==> src/verilog/Cpu6502Pkg.sv <==
// ****************************************
// 6502 execution slice definitions
// ****************************************

package Cpu6502Pkg;

// Data byte carried by registers, operands, results and opcodes
typedef logic [7:0] byte_t;

// Main ALU operation code
typedef logic [2:0] aluOp_t;

localparam aluOp_t ALU_OP_AND = 3'd0;
localparam aluOp_t ALU_OP_OR  = 3'd1;
localparam aluOp_t ALU_OP_EOR = 3'd2;
localparam aluOp_t ALU_OP_ADC = 3'd3;
localparam aluOp_t ALU_OP_SBC = 3'd4;
// Single operand group, the extension code picks the operation
localparam aluOp_t ALU_OP_SGL = 3'd5;

// Single operand extension code, only read when the main code is ALU_OP_SGL
typedef logic [2:0] aluSop_t;

localparam aluSop_t ALU_SOP_ASL    = 3'd0;
localparam aluSop_t ALU_SOP_LSR    = 3'd1;
localparam aluSop_t ALU_SOP_ROL    = 3'd2;
localparam aluSop_t ALU_SOP_ROR    = 3'd3;
// The test codes pass operand A through and pick one of its bits
localparam aluSop_t ALU_SOP_TEST_N = 3'd4;
localparam aluSop_t ALU_SOP_TEST_C = 3'd5;
localparam aluSop_t ALU_SOP_TEST_V = 3'd6;
localparam aluSop_t ALU_SOP_TEST_Z = 3'd7;

// Flag positions inside P
localparam int N_BIT_IN_P = 7;
localparam int V_BIT_IN_P = 6;
localparam int U_BIT_IN_P = 5;
localparam int D_BIT_IN_P = 3;
localparam int Z_BIT_IN_P = 1;
localparam int C_BIT_IN_P = 0;

// Unused bit 5 and I are set after reset
localparam byte_t STATUS_RESET = 8'h24;

// Register selector, REG_P reads P as an operand or writes no data register
typedef logic [1:0] regSel_t;

localparam regSel_t REG_A = 2'd0;
localparam regSel_t REG_X = 2'd1;
localparam regSel_t REG_Y = 2'd2;
localparam regSel_t REG_P = 2'd3;

// Source of ALU operand B
typedef logic [1:0] operandBSel_t;

localparam operandBSel_t OPB_IMM  = 2'd0;
localparam operandBSel_t OPB_ZERO = 2'd1;
localparam operandBSel_t OPB_ONE  = 2'd2;
localparam operandBSel_t OPB_ONES = 2'd3;

// Source of the ALU carry input
typedef logic [1:0] carrySel_t;

localparam carrySel_t CIN_FLAG = 2'd0;
localparam carrySel_t CIN_ZERO = 2'd1;
localparam carrySel_t CIN_ONE  = 2'd2;

// Mask aligned to P, one bit per flag
typedef logic [7:0] flagMask_t;

localparam flagMask_t FLAG_N = 8'h01 << N_BIT_IN_P;
localparam flagMask_t FLAG_V = 8'h01 << V_BIT_IN_P;
localparam flagMask_t FLAG_D = 8'h01 << D_BIT_IN_P;
localparam flagMask_t FLAG_Z = 8'h01 << Z_BIT_IN_P;
localparam flagMask_t FLAG_C = 8'h01 << C_BIT_IN_P;

endpackage

==> src/verilog/Cpu6502Alu.sv <==
// ****************************************
// 6502 ALU
// ****************************************

module Cpu6502Alu (
    input  Cpu6502Pkg::byte_t   operandA,
    input  Cpu6502Pkg::byte_t   operandB,
    input  logic                carryIn,
    input  Cpu6502Pkg::aluOp_t  operation,
    input  Cpu6502Pkg::aluSop_t opExtension,
    input  logic                decimalMode,
    output Cpu6502Pkg::byte_t   result,
    output logic                carryOut,
    output logic                zero,
    output logic                negative,
    output logic                overflow,
    output logic                branchCondition
);

import Cpu6502Pkg::*;

// One nibble of the adder, returns {carry, digit}
// On subtract the addend is already inverted, so the raw sum carries past 15 exactly
// when the decimal difference needs no borrow, which is the same as "exceeds 9"
// in nines complement terms
function automatic logic [4:0] addNibble(
    input logic [3:0] addendA,
    input logic [3:0] addendB,
    input logic       carry,
    input logic       decimal,
    input logic       subtract
);
    logic [4:0] raw;
    logic       nibbleCarry;
    logic [3:0] digit;

    raw = {1'b0, addendA} + {1'b0, addendB} + {4'd0, carry};
    nibbleCarry = raw[4] | (decimal & ~subtract & (raw > 5'd9));
    digit = raw[3:0];
    // Decimal add skips the six unused codes once the digit wraps
    if (decimal && !subtract && nibbleCarry) begin
        digit = raw[3:0] + 4'd6;
    // A decimal borrow folds the digit back into 0..9
    end else if (decimal && subtract && !nibbleCarry) begin
        digit = raw[3:0] + 4'd10;
    end
    return {nibbleCarry, digit};
endfunction

logic       subtract;
byte_t      addendB;
logic [4:0] lowNibble;
logic [4:0] highNibble;
byte_t      sum;
logic       sumCarry;

// Subtract is an add of the one's complement, the carry input supplies the +1
assign subtract = (operation == ALU_OP_SBC);
assign addendB = subtract ? ~operandB : operandB;

// The low nibble carry ripples into the high nibble
assign lowNibble = addNibble(operandA[3:0], addendB[3:0], carryIn, decimalMode, subtract);
assign highNibble = addNibble(operandA[7:4], addendB[7:4], lowNibble[4], decimalMode,
                              subtract);
assign sum = {highNibble[3:0], lowNibble[3:0]};
assign sumCarry = highNibble[4];

// Z and N follow whatever the selected operation produced
assign zero = (result == 8'h00);
assign negative = result[7];

// Carry into bit 7 is a7 ^ b7 ^ s7, V is that compared with the carry out
// In decimal mode this uses the corrected sum, which is not NMOS exact
assign overflow = operandA[7] ^ addendB[7] ^ sum[7] ^ sumCarry;

always_comb begin
    // Most operations leave carry alone and never raise a branch condition
    result = operandA;
    carryOut = carryIn;
    branchCondition = 1'b0;

    case (operation)
        ALU_OP_AND: begin
            result = operandA & operandB;
        end

        ALU_OP_OR: begin
            result = operandA | operandB;
        end

        ALU_OP_EOR: begin
            result = operandA ^ operandB;
        end

        ALU_OP_ADC, ALU_OP_SBC: begin
            result = sum;
            carryOut = sumCarry;
        end

        ALU_OP_SGL: begin
            case (opExtension)
                ALU_SOP_ASL: begin
                    result = {operandA[6:0], 1'b0};
                    carryOut = operandA[7];
                end
                ALU_SOP_LSR: begin
                    result = {1'b0, operandA[7:1]};
                    carryOut = operandA[0];
                end
                ALU_SOP_ROL: begin
                    result = {operandA[6:0], carryIn};
                    carryOut = operandA[7];
                end
                ALU_SOP_ROR: begin
                    result = {carryIn, operandA[7:1]};
                    carryOut = operandA[0];
                end
                // Operand A holds P here, the chosen flag decides the branch
                ALU_SOP_TEST_N: branchCondition = operandA[N_BIT_IN_P];
                ALU_SOP_TEST_C: branchCondition = operandA[C_BIT_IN_P];
                ALU_SOP_TEST_V: branchCondition = operandA[V_BIT_IN_P];
                ALU_SOP_TEST_Z: branchCondition = operandA[Z_BIT_IN_P];
                default: branchCondition = 1'b0;
            endcase
        end

        // Unused codes pass operand A through
        default: begin
            result = operandA;
        end
    endcase
end

endmodule

==> src/verilog/Cpu6502Decoder.sv <==
// ****************************************
// 6502 opcode decoder
// ****************************************

module Cpu6502Decoder (
    input  Cpu6502Pkg::byte_t        opcode,
    output Cpu6502Pkg::aluOp_t       operation,
    output Cpu6502Pkg::aluSop_t      opExtension,
    output Cpu6502Pkg::regSel_t      operandASel,
    output Cpu6502Pkg::operandBSel_t operandBSel,
    output Cpu6502Pkg::carrySel_t    carrySel,
    output logic                     decimalAllowed,
    output Cpu6502Pkg::regSel_t      destination,
    output Cpu6502Pkg::flagMask_t    flagMask,
    output Cpu6502Pkg::flagMask_t    flagSet,
    output Cpu6502Pkg::flagMask_t    flagClear,
    output logic                     isBranch,
    output logic                     branchSense,
    output logic                     legal
);

import Cpu6502Pkg::*;

// Bit 5 tells whether a branch is taken on a set or a clear flag
assign branchSense = opcode[5];

always_comb begin
    // Defaults describe an instruction that changes nothing
    operation = ALU_OP_OR;
    opExtension = ALU_SOP_ASL;
    operandASel = REG_A;
    operandBSel = OPB_ZERO;
    carrySel = CIN_FLAG;
    decimalAllowed = 1'b0;
    destination = REG_P;
    flagMask = '0;
    flagSet = '0;
    flagClear = '0;
    isBranch = 1'b0;
    legal = 1'b1;

    case (opcode)
        // Immediate arithmetic, the only group that honours D
        8'h69, 8'hE9: begin
            operation = opcode[7] ? ALU_OP_SBC : ALU_OP_ADC;
            operandBSel = OPB_IMM;
            decimalAllowed = 1'b1;
            destination = REG_A;
            flagMask = FLAG_N | FLAG_V | FLAG_Z | FLAG_C;
        end

        // Immediate logic ops
        8'h29: begin
            operation = ALU_OP_AND;
            operandBSel = OPB_IMM;
            destination = REG_A;
            flagMask = FLAG_N | FLAG_Z;
        end
        8'h09: begin
            operation = ALU_OP_OR;
            operandBSel = OPB_IMM;
            destination = REG_A;
            flagMask = FLAG_N | FLAG_Z;
        end
        8'h49: begin
            operation = ALU_OP_EOR;
            operandBSel = OPB_IMM;
            destination = REG_A;
            flagMask = FLAG_N | FLAG_Z;
        end

        // CMP is a binary subtract without borrow that keeps only the flags
        8'hC9: begin
            operation = ALU_OP_SBC;
            operandBSel = OPB_IMM;
            carrySel = CIN_ONE;
            flagMask = FLAG_N | FLAG_Z | FLAG_C;
        end

        // Accumulator shifts and rotates, bits 6:5 give ASL, ROL, LSR, ROR
        8'h0A, 8'h2A, 8'h4A, 8'h6A: begin
            operation = ALU_OP_SGL;
            opExtension = {1'b0, opcode[5], opcode[6]} == 3'd0 ? ALU_SOP_ASL :
                          {1'b0, opcode[5], opcode[6]} == 3'd1 ? ALU_SOP_LSR :
                          {1'b0, opcode[5], opcode[6]} == 3'd2 ? ALU_SOP_ROL : ALU_SOP_ROR;
            destination = REG_A;
            flagMask = FLAG_N | FLAG_Z | FLAG_C;
        end

        // Flag set and clear ops leave the ALU flags out entirely
        8'h18: flagClear = FLAG_C;
        8'h38: flagSet = FLAG_C;
        8'hD8: flagClear = FLAG_D;
        8'hF8: flagSet = FLAG_D;
        8'hB8: flagClear = FLAG_V;

        // Transfers are an OR with zero, so Z and N come out of the ALU
        8'hAA, 8'hA8: begin
            operandASel = REG_A;
            destination = opcode[1] ? REG_X : REG_Y;
            flagMask = FLAG_N | FLAG_Z;
        end
        8'h8A, 8'h98: begin
            operandASel = opcode[1] ? REG_X : REG_Y;
            destination = REG_A;
            flagMask = FLAG_N | FLAG_Z;
        end

        // Increments add one, decrements add all ones, both with carry in clear
        8'hE8, 8'hC8, 8'hCA, 8'h88: begin
            operation = ALU_OP_ADC;
            operandASel = (opcode == 8'hE8 || opcode == 8'hCA) ? REG_X : REG_Y;
            operandBSel = (opcode == 8'hE8 || opcode == 8'hC8) ? OPB_ONE : OPB_ONES;
            carrySel = CIN_ZERO;
            destination = operandASel;
            flagMask = FLAG_N | FLAG_Z;
        end

        // Branches test one bit of P, bits 7:6 pick N, V, C or Z
        8'h10, 8'h30, 8'h50, 8'h70, 8'h90, 8'hB0, 8'hD0, 8'hF0: begin
            operation = ALU_OP_SGL;
            operandASel = REG_P;
            isBranch = 1'b1;
            case (opcode[7:6])
                2'd0: opExtension = ALU_SOP_TEST_N;
                2'd1: opExtension = ALU_SOP_TEST_V;
                2'd2: opExtension = ALU_SOP_TEST_C;
                default: opExtension = ALU_SOP_TEST_Z;
            endcase
        end

        default: legal = 1'b0;
    endcase
end

endmodule

==> src/verilog/Cpu6502StatusRegister.sv <==
// ****************************************
// 6502 status register
// ****************************************

module Cpu6502StatusRegister (
    input  logic                  clk,
    input  logic                  reset,
    input  logic                  update,
    input  Cpu6502Pkg::flagMask_t flagMask,
    input  Cpu6502Pkg::flagMask_t flagSet,
    input  Cpu6502Pkg::flagMask_t flagClear,
    input  logic                  carry,
    input  logic                  zero,
    input  logic                  negative,
    input  logic                  overflow,
    output Cpu6502Pkg::byte_t     status
);

import Cpu6502Pkg::*;

byte_t aluFlags;
byte_t nextStatus;

always_comb begin
    // ALU flags laid out in P order so one mask selects them
    aluFlags = '0;
    aluFlags[N_BIT_IN_P] = negative;
    aluFlags[V_BIT_IN_P] = overflow;
    aluFlags[Z_BIT_IN_P] = zero;
    aluFlags[C_BIT_IN_P] = carry;

    // Masked bits take the ALU value, the rest hold
    nextStatus = (status & ~flagMask) | (aluFlags & flagMask);
    // Explicit set and clear come last
    nextStatus = (nextStatus | flagSet) & ~flagClear;
    // Bit 5 reads as one on a real part
    nextStatus[U_BIT_IN_P] = 1'b1;
end

always_ff @(posedge clk) begin
    if (reset) begin
        status <= STATUS_RESET;
    end else if (update) begin
        status <= nextStatus;
    end
end

endmodule

==> src/verilog/Cpu6502RegisterFile.sv <==
// ****************************************
// 6502 data registers
// ****************************************

module Cpu6502RegisterFile (
    input  logic                clk,
    input  logic                reset,
    input  logic                write,
    input  Cpu6502Pkg::regSel_t destination,
    input  Cpu6502Pkg::byte_t   writeData,
    output Cpu6502Pkg::byte_t   accumulator,
    output Cpu6502Pkg::byte_t   indexX,
    output Cpu6502Pkg::byte_t   indexY
);

import Cpu6502Pkg::*;

// A, X and Y share one write port, the destination picks the register
always_ff @(posedge clk) begin
    if (reset) begin
        accumulator <= '0;
        indexX <= '0;
        indexY <= '0;
    end else if (write) begin
        case (destination)
            REG_A: accumulator <= writeData;
            REG_X: indexX <= writeData;
            REG_Y: indexY <= writeData;
            // REG_P as a destination means the result only feeds the flags
            default: begin
                accumulator <= accumulator;
            end
        endcase
    end
end

endmodule

==> src/verilog/Cpu6502Execute.sv <==
// ****************************************
// 6502 execution slice
// ****************************************

module Cpu6502Execute (
    input  logic              clk,
    input  logic              reset,
    input  logic              issue,
    input  Cpu6502Pkg::byte_t opcode,
    input  Cpu6502Pkg::byte_t operand,
    output Cpu6502Pkg::byte_t accumulator,
    output Cpu6502Pkg::byte_t indexX,
    output Cpu6502Pkg::byte_t indexY,
    output Cpu6502Pkg::byte_t status,
    output logic              done,
    output logic              branchTaken,
    output logic              illegal
);

import Cpu6502Pkg::*;

aluOp_t       operation;
aluSop_t      opExtension;
regSel_t      operandASel;
operandBSel_t operandBSel;
carrySel_t    carrySel;
logic         decimalAllowed;
regSel_t      destination;
flagMask_t    flagMask;
flagMask_t    flagSet;
flagMask_t    flagClear;
logic         isBranch;
logic         branchSense;
logic         legal;
byte_t        aluOperandA;
byte_t        aluOperandB;
logic         aluCarryIn;
logic         aluDecimal;
byte_t        aluResult;
logic         aluCarry;
logic         aluZero;
logic         aluNegative;
logic         aluOverflow;
logic         branchCondition;
logic         commit;

Cpu6502Decoder decoder0 (
    .opcode         (opcode),
    .operation      (operation),
    .opExtension    (opExtension),
    .operandASel    (operandASel),
    .operandBSel    (operandBSel),
    .carrySel       (carrySel),
    .decimalAllowed (decimalAllowed),
    .destination    (destination),
    .flagMask       (flagMask),
    .flagSet        (flagSet),
    .flagClear      (flagClear),
    .isBranch       (isBranch),
    .branchSense    (branchSense),
    .legal          (legal)
);

// Operand A comes from a data register or from P for branch tests
always_comb begin
    case (operandASel)
        REG_A: aluOperandA = accumulator;
        REG_X: aluOperandA = indexX;
        REG_Y: aluOperandA = indexY;
        default: aluOperandA = status;
    endcase
end

// Operand B is the immediate byte or a constant for transfers and counting
always_comb begin
    case (operandBSel)
        OPB_IMM: aluOperandB = operand;
        OPB_ZERO: aluOperandB = 8'h00;
        OPB_ONE: aluOperandB = 8'h01;
        default: aluOperandB = 8'hFF;
    endcase
end

always_comb begin
    case (carrySel)
        CIN_FLAG: aluCarryIn = status[C_BIT_IN_P];
        CIN_ONE: aluCarryIn = 1'b1;
        default: aluCarryIn = 1'b0;
    endcase
end

// D only reaches the adder for ADC and SBC, so CMP and counting stay binary
assign aluDecimal = decimalAllowed & status[D_BIT_IN_P];

Cpu6502Alu alu0 (
    .operandA        (aluOperandA),
    .operandB        (aluOperandB),
    .carryIn         (aluCarryIn),
    .operation       (operation),
    .opExtension     (opExtension),
    .decimalMode     (aluDecimal),
    .result          (aluResult),
    .carryOut        (aluCarry),
    .zero            (aluZero),
    .negative        (aluNegative),
    .overflow        (aluOverflow),
    .branchCondition (branchCondition)
);

// An undecoded opcode still completes but changes no state
assign commit = issue & legal;

Cpu6502RegisterFile registers0 (
    .clk         (clk),
    .reset       (reset),
    .write       (commit),
    .destination (destination),
    .writeData   (aluResult),
    .accumulator (accumulator),
    .indexX      (indexX),
    .indexY      (indexY)
);

Cpu6502StatusRegister statusRegister0 (
    .clk       (clk),
    .reset     (reset),
    .update    (commit),
    .flagMask  (flagMask),
    .flagSet   (flagSet),
    .flagClear (flagClear),
    .carry     (aluCarry),
    .zero      (aluZero),
    .negative  (aluNegative),
    .overflow  (aluOverflow),
    .status    (status)
);

// Completion flags line up with the register writes one cycle after issue
always_ff @(posedge clk) begin
    if (reset) begin
        done <= 1'b0;
        branchTaken <= 1'b0;
        illegal <= 1'b0;
    end else begin
        done <= issue;
        illegal <= issue & ~legal;
        branchTaken <= commit & isBranch & (branchCondition == branchSense);
    end
end

endmodule

==> config.mk <==
export PLATFORM = sky130hd
export DESIGN_NAME = Cpu6502Execute
export DESIGN_NICKNAME = d
export VERILOG_FILES = /design/src/verilog/Cpu6502Pkg.sv /design/src/verilog/Cpu6502Alu.sv /design/src/verilog/Cpu6502Decoder.sv /design/src/verilog/Cpu6502StatusRegister.sv /design/src/verilog/Cpu6502RegisterFile.sv /design/src/verilog/Cpu6502Execute.sv
export SDC_FILE = /design/constraint.sdc
export NUM_CORES = 1
export LEC_CHECK = 0
export CORE_MARGIN = 2
export CORE_UTILIZATION = 50
export CTS_CLUSTER_SIZE = 8
export DETAILED_ROUTE_END_ITERATION = 6
export DONT_BUFFER_PORTS = 1
export GPL_TIMING_DRIVEN = 0
export PLACE_DENSITY = 0.68
export REMOVE_ABC_BUFFERS = 1
export SYNTH_ARGS = -nofsm -noshare
export SYNTH_HDL_FRONTEND = slang
export SYNTH_SLANG_ARGS = --single-unit
==> constraint.sdc <==
create_clock -name clk -period 8.1 [get_ports clk]
set_input_delay 1.62 -clock clk [delete_from_list [all_inputs] [get_ports clk]]
set_output_delay 1.62 -clock clk [all_outputs]
set_load 0.005 [all_outputs]
# --- Yosys cells after proc, flatten, opt, wreduce, memory -nomap -nowiden ---
# Index checks and enable logic that the tools add are counted.
# Widths: inputs -> output; s select.
word_totals:
  register_bits: 34
  latchBits: 0
  ram_bits: 0
  rom_bits: 0
  input_bits: 19
  mem_count: 0
classes:
  addsub: 8
  multipliers: 0
  div: 0
  order_cmp: 2
  n_eq_ne: 55
  shift: 0
  muxes: 34
  bitwise: 26
  reduce_logical: 38
op_table:
  columns: ["op", "count"]
  rows:
  - ["$eq 8x8->1 const B", 17]
  - ["$pmux 8 s3", 3]
  - ["$eq 8x7->1 const B", 6]
  - ["$pmux 8 s5", 1]
  - ["$and 8x8->8", 4]
  - ["$eq 8x6->1 const B", 4]
  - ["$pmux 8 s4", 1]
  - ["$reduce_or 31->1", 1]
  - ["$reduce_or 11->1", 2]
  - ["$pmux 7 s3", 1]
  - ["$eq 3x3->1 const B", 6]
  - ["$pmux 2 s3", 3]
  - ["$pmux 3 s6", 1]
  - ["$eq 8x4->1 const B", 2]
  - ["$eq 8x5->1 const B", 2]
  - ["$mux 4", 4]
  - ["$not 8->8", 2]
  - ["$or 8x8->8", 2]
  - ["$eq 2x2->1 const B", 6]
  - ["$eq 3x2->1 const B", 4]
  - ["$logic_not 2->1", 6]
  - ["$reduce_or 12->1", 1]
  - ["$reduce_or 2->1", 6]
  - ["$add 4x4->5", 2]
  - ["other kinds (33)", 76]

# --- Longest topological paths before layout ---
logic_depth:
  word_depth: 27
  mapped_depth: 28
  depth_no_buf: 25

# --- Cells and area by module ---
# A second synthesis with hierarchy kept.
hier_totals:
  cells_unflattened: 540
  hier_area_um2: 4272.8
modules_own_cells:
  columns: ["module", "n_inst", "cells_each", "area_each_um2", "seq_area_each_um2"]
  rows:
  - ["Cpu6502Alu", 1, 276, 1888.1, 0.0]
  - ["Cpu6502RegisterFile", 1, 91, 999.7, 480.5]
  - ["Cpu6502Decoder", 1, 93, 559.3, 0.0]
  - ["Cpu6502Execute", 1, 38, 417.9, 60.1]
  - ["Cpu6502StatusRegister", 1, 42, 407.9, 140.1]

# --- Worst setup path before layout ---
# OpenSTA, ideal clock, no wires.
synth_path:
  path_kind: "input to register"
  startpoint: "input opcode[1]"
  endpoint: "register with a tool-made name"
  arrival_ns: 7.760
  slack_ns: 0.283
  path_stages: 25
  path_cell_list: "nor4b_2 > and2_1 > clkbuf_1 > o21a_1 > inv_1 > ha_1 > a311oi_1 > xor2_1 > fa_1 > fa_1 > xor2_1 > nor2_1 > nor3_1 > nor2_1 > fa_1 > fa_1 > xor2_1 > ha_1 > a32oi_1 > a311oi_1 > nor2_1 > a211o_1 > a31o_2 > nor4_1 > a21o_1"
synth_lines:
  columns: ["item", "line_no", "text"]
  rows:
  - ["start: declaration", "Cpu6502Execute.sv:9", "input Cpu6502Pkg::byte_t opcode,"]

==> results.py <==
metrics = {
    "outcome": {
        "run_status": "complete, but fails checks",
        "violations": "design-rule violations",
    },
    "die": {
        "fp.dieH_um": 88.24,
        "core_area_mm2": 0.006832,
        "io-pin-count": 54,
        "rows": 30,
        "start_util_pct": 51.94,
        "die_width_um": 88.24,
        "die_area_mm2": 0.007786,
    },
    "setup_path": {
        "cp-start-kind": "input port",
        "cpPeakStageDelay_ns": 0.62,
        "crit_path_end_kind": "flip-flop",
        "critPathSlowestCell": "or4b_1",
        "crit_path_frequent_cell": "fa_1",
        "crit_required_ns": 8.29,
        "crit_arrival_ns": 7.77,
        "cp_max_fo": 12,
        "path_buf_inv": 1,
        "rrSetupSlack_ns": 2.39,
        "path_class": "input port to flip-flop",
        "path_delay_family": "adder cells",
    },
    "clock_tree": {
        "cts.htree.levels": 2,
        "clock_path_buffers": 2,
        "clk_pin_slew_ns": 0.07,
        "numClockSinks": 32,
        "cts_tree": "yes",
        "numCtsBuffers": 5,
        "clk_latency_ns": 0.29,
        "clockRootBuffer": "clkbuf_8",
        "holdBufCountCts": 0,
    },
    "timing": {
        "report.final.slew_viol_count": 0,
        "worst_slack_ns": 0.5112,
        "clock-skew-final_ns": 0.007749,
        "fmax_mhz": 131.8,
        "slew-limit-headroom_pct": 45.92,
        "hold_viol": 0,
        "timing.final.crit_share_pct": 93.69,
        "tightest_slew_ns": 0.8063,
        "setup_viol": 0,
        "finalCriticalPeriod_ns": 7.589,
        "rsz0062_at_grt": "no",
    },
    "yosys": {
        "synth_area_leaders": "dfxtp_1, ha_1, mux2i_1, nor2_1, inv_1",
        "synth_most_common_cell": "nor2_1",
        "synthTopCellsByCount": "nor2_1, inv_1, dfxtp_1",
        "seq_area_frac_synth_pct": 18.05,
        "async_reset_ff_share_pct": 0,
        "ys_ff_latch": 32,
        "syn_area_per_cell_um2": 7.956,
        "yosys.area.top_type": "dfxtp_1",
        "yosys_warnings": 0,
        "synth_edf_count": 0,
        "yosys.area.top_type_share_pct": 18.05,
        "synth_ff_type": "dfxtp_1",
        "synth_area_mm2": 0.003548,
        "postSynthCellCount": 446,
        "synth_cell_types": 75,
    },
    "final_layout": {
        "fin_util_pct": 53.90,
        "nets": 476,
        "nFillCells": 676,
        "stdcell_count": 521,
        "antennaDiodeCount": 0,
        "drive_gt1_share_pct": 8.706,
        "area_growth_pct": 3.773,
    },
    "hold_path": {
        "hold_class": "flip-flop to flip-flop",
    },
    "place": {
        "hpwlAfterDp_um": 7779,
        "post-place-ws_ns": -0.6616,
        "place.port_buffers": 0,
        "place_inst": 512,
        "gp_congestion": 0.9462,
    },
    "routing": {
        "wl_per_cell_um": 19.94,
        "vias": 3394,
        "drtIter0Drc": 381,
        "first_pass_iters": 7,
        "drc_errors": 4,
        "totalWireLength_um": 10390,
        "antenna_left": 0,
        "vias_per_cell": 6.514,
    },
    "power_and_ir_drop": {
        "combPwrFrac_pct": 16.7,
        "p_leak_uw": 0.001673,
        "seq_power_share_pct": 45.7,
        "swShare_pct": 28.30,
        "power_density_mw_per_mm2": 94.32,
        "ir_drop_mv": 0.1561,
        "switching_power_uw": 98.28,
        "p_clk_share_pct": 37.5,
        "p_int_uw": 249.0,
    },
    "job": {
        "cap_violations": 0,
    },
    "global_routing": {
        "first_global_vias": 3167,
        "antenna_found_initial": 0,
        "overflow": 0,
        "grt_max_degree": 31,
        "grt_first_pass_wirelength_um": 16290,
        "grt_use_total_pct": 26.88,
    },
}
power by group through the flow:
stage               Sequential (uW)  Combinational, uW  Clock, uW
finish                          159               58.2        130
global route                    159               64.8        135
CTS                             159               55.6        131
detailed placement              162               54.6          0
global placement                162               53.3          0
floorplan                       162               42.5          0
placed cells by master (no fill, tap or decap), drive strengths merged, types with 6 or more instances in the layout:
cell type / count
xor2: 9
xnor2: 7
a222oi: 8
ha: 29
nand2: 23
a22o: 6
dfxtp: 32
o211ai: 7
a21oi: 16
and2: 9
nor3: 9
o21ai: 20
inv: 37
a31oi: 11
mux2i: 28
a211oi: 7
clkbuf: 7
nand3: 7
nor2: 53
cell families after synthesis:
family,Yosys count,synth area share (%)
simple gates,148,23.06
xor+xnor,16,3.949
flops,32,18.05
mux,28,7.898
fa+ha+maj,33,12.48
buf+inv,68,8.286
compound gates,119,26.06
other cells,2,0.2116
sequential cells by signal, summed over array words and instances, names as in the netlist, named ones only:
signal                  count
done                        1
branchTaken                 1
illegal                     1
statusRegister0.status      3
registers0.indexY           8
registers0.accumulator      8
registers0.indexX           8
final timing paths:
kind	from	endpoint	cells past startpoint
worst max-delay path	opcode[0]	flip-flop	25
worst max register to register	registers0.indexX[0]	flip-flop	21
worst min register to register	registers0.indexY[1]	registers0.indexY[1]	2
worst min-delay path	registers0.indexY[1]	registers0.indexY[1]	2
layout make-up:
cell class	count	area (um2)	area share (%)
clock buffers	7	86.33	2.345
clock inverters	1	7.507	0.2039
well taps	96	120.1	3.262
flip-flops and latches	32	640.6	17.40
multi-input cells	347	2681	72.82
inverters	37	138.9	3.772
repair buffers	1	7.507	0.2039
routing by layer:
metal / vias to the layer above / global-route usage, % / part of all wire (%)
li1: 1581 / - / -
met1: 1632 / 36.36 / 44
met2: 167 / 45.04 / 47
met3: 14 / 4.478 / 7.9
met4: 0 / 6.198 / 1.3
met5: - / 0 / 0
metrics by stage:
step	hold slack [ns]	power, uW	instance area [um2]	TNS, ns
6_report	0.5503	347.3	3682	0
2_1_floorplan	0.4996	204.7	3397	0
3_5_place_dp	0.5381	217.0	3517	-5.874
3_3_place_gp	0.5308	215.7	3517	-3.905
4_1_cts	0.5497	345.6	3636	0
5_1_grt	0.5730	358.2	3682	0
timing repair:
| item | 4_1_cts | 5_1_grt |
|---|---|---|
| setup buffers | 0 | 1 |
| gates resized for setup | 5 | 8 |
| pin swaps | 0 | 3 |
| setup endpoints to repair | 12 | 12 |
| cloned | 0 | 0 |
tightest hold or removal path, delay by kind of cell, from the launching register on:
kind,cells,cell delay (ns)
DFF,1,0.33
and+or+nand+nor,1,0.05
muxes,1,0.13
No activity file was read; power rests on OpenSTA's default activity.
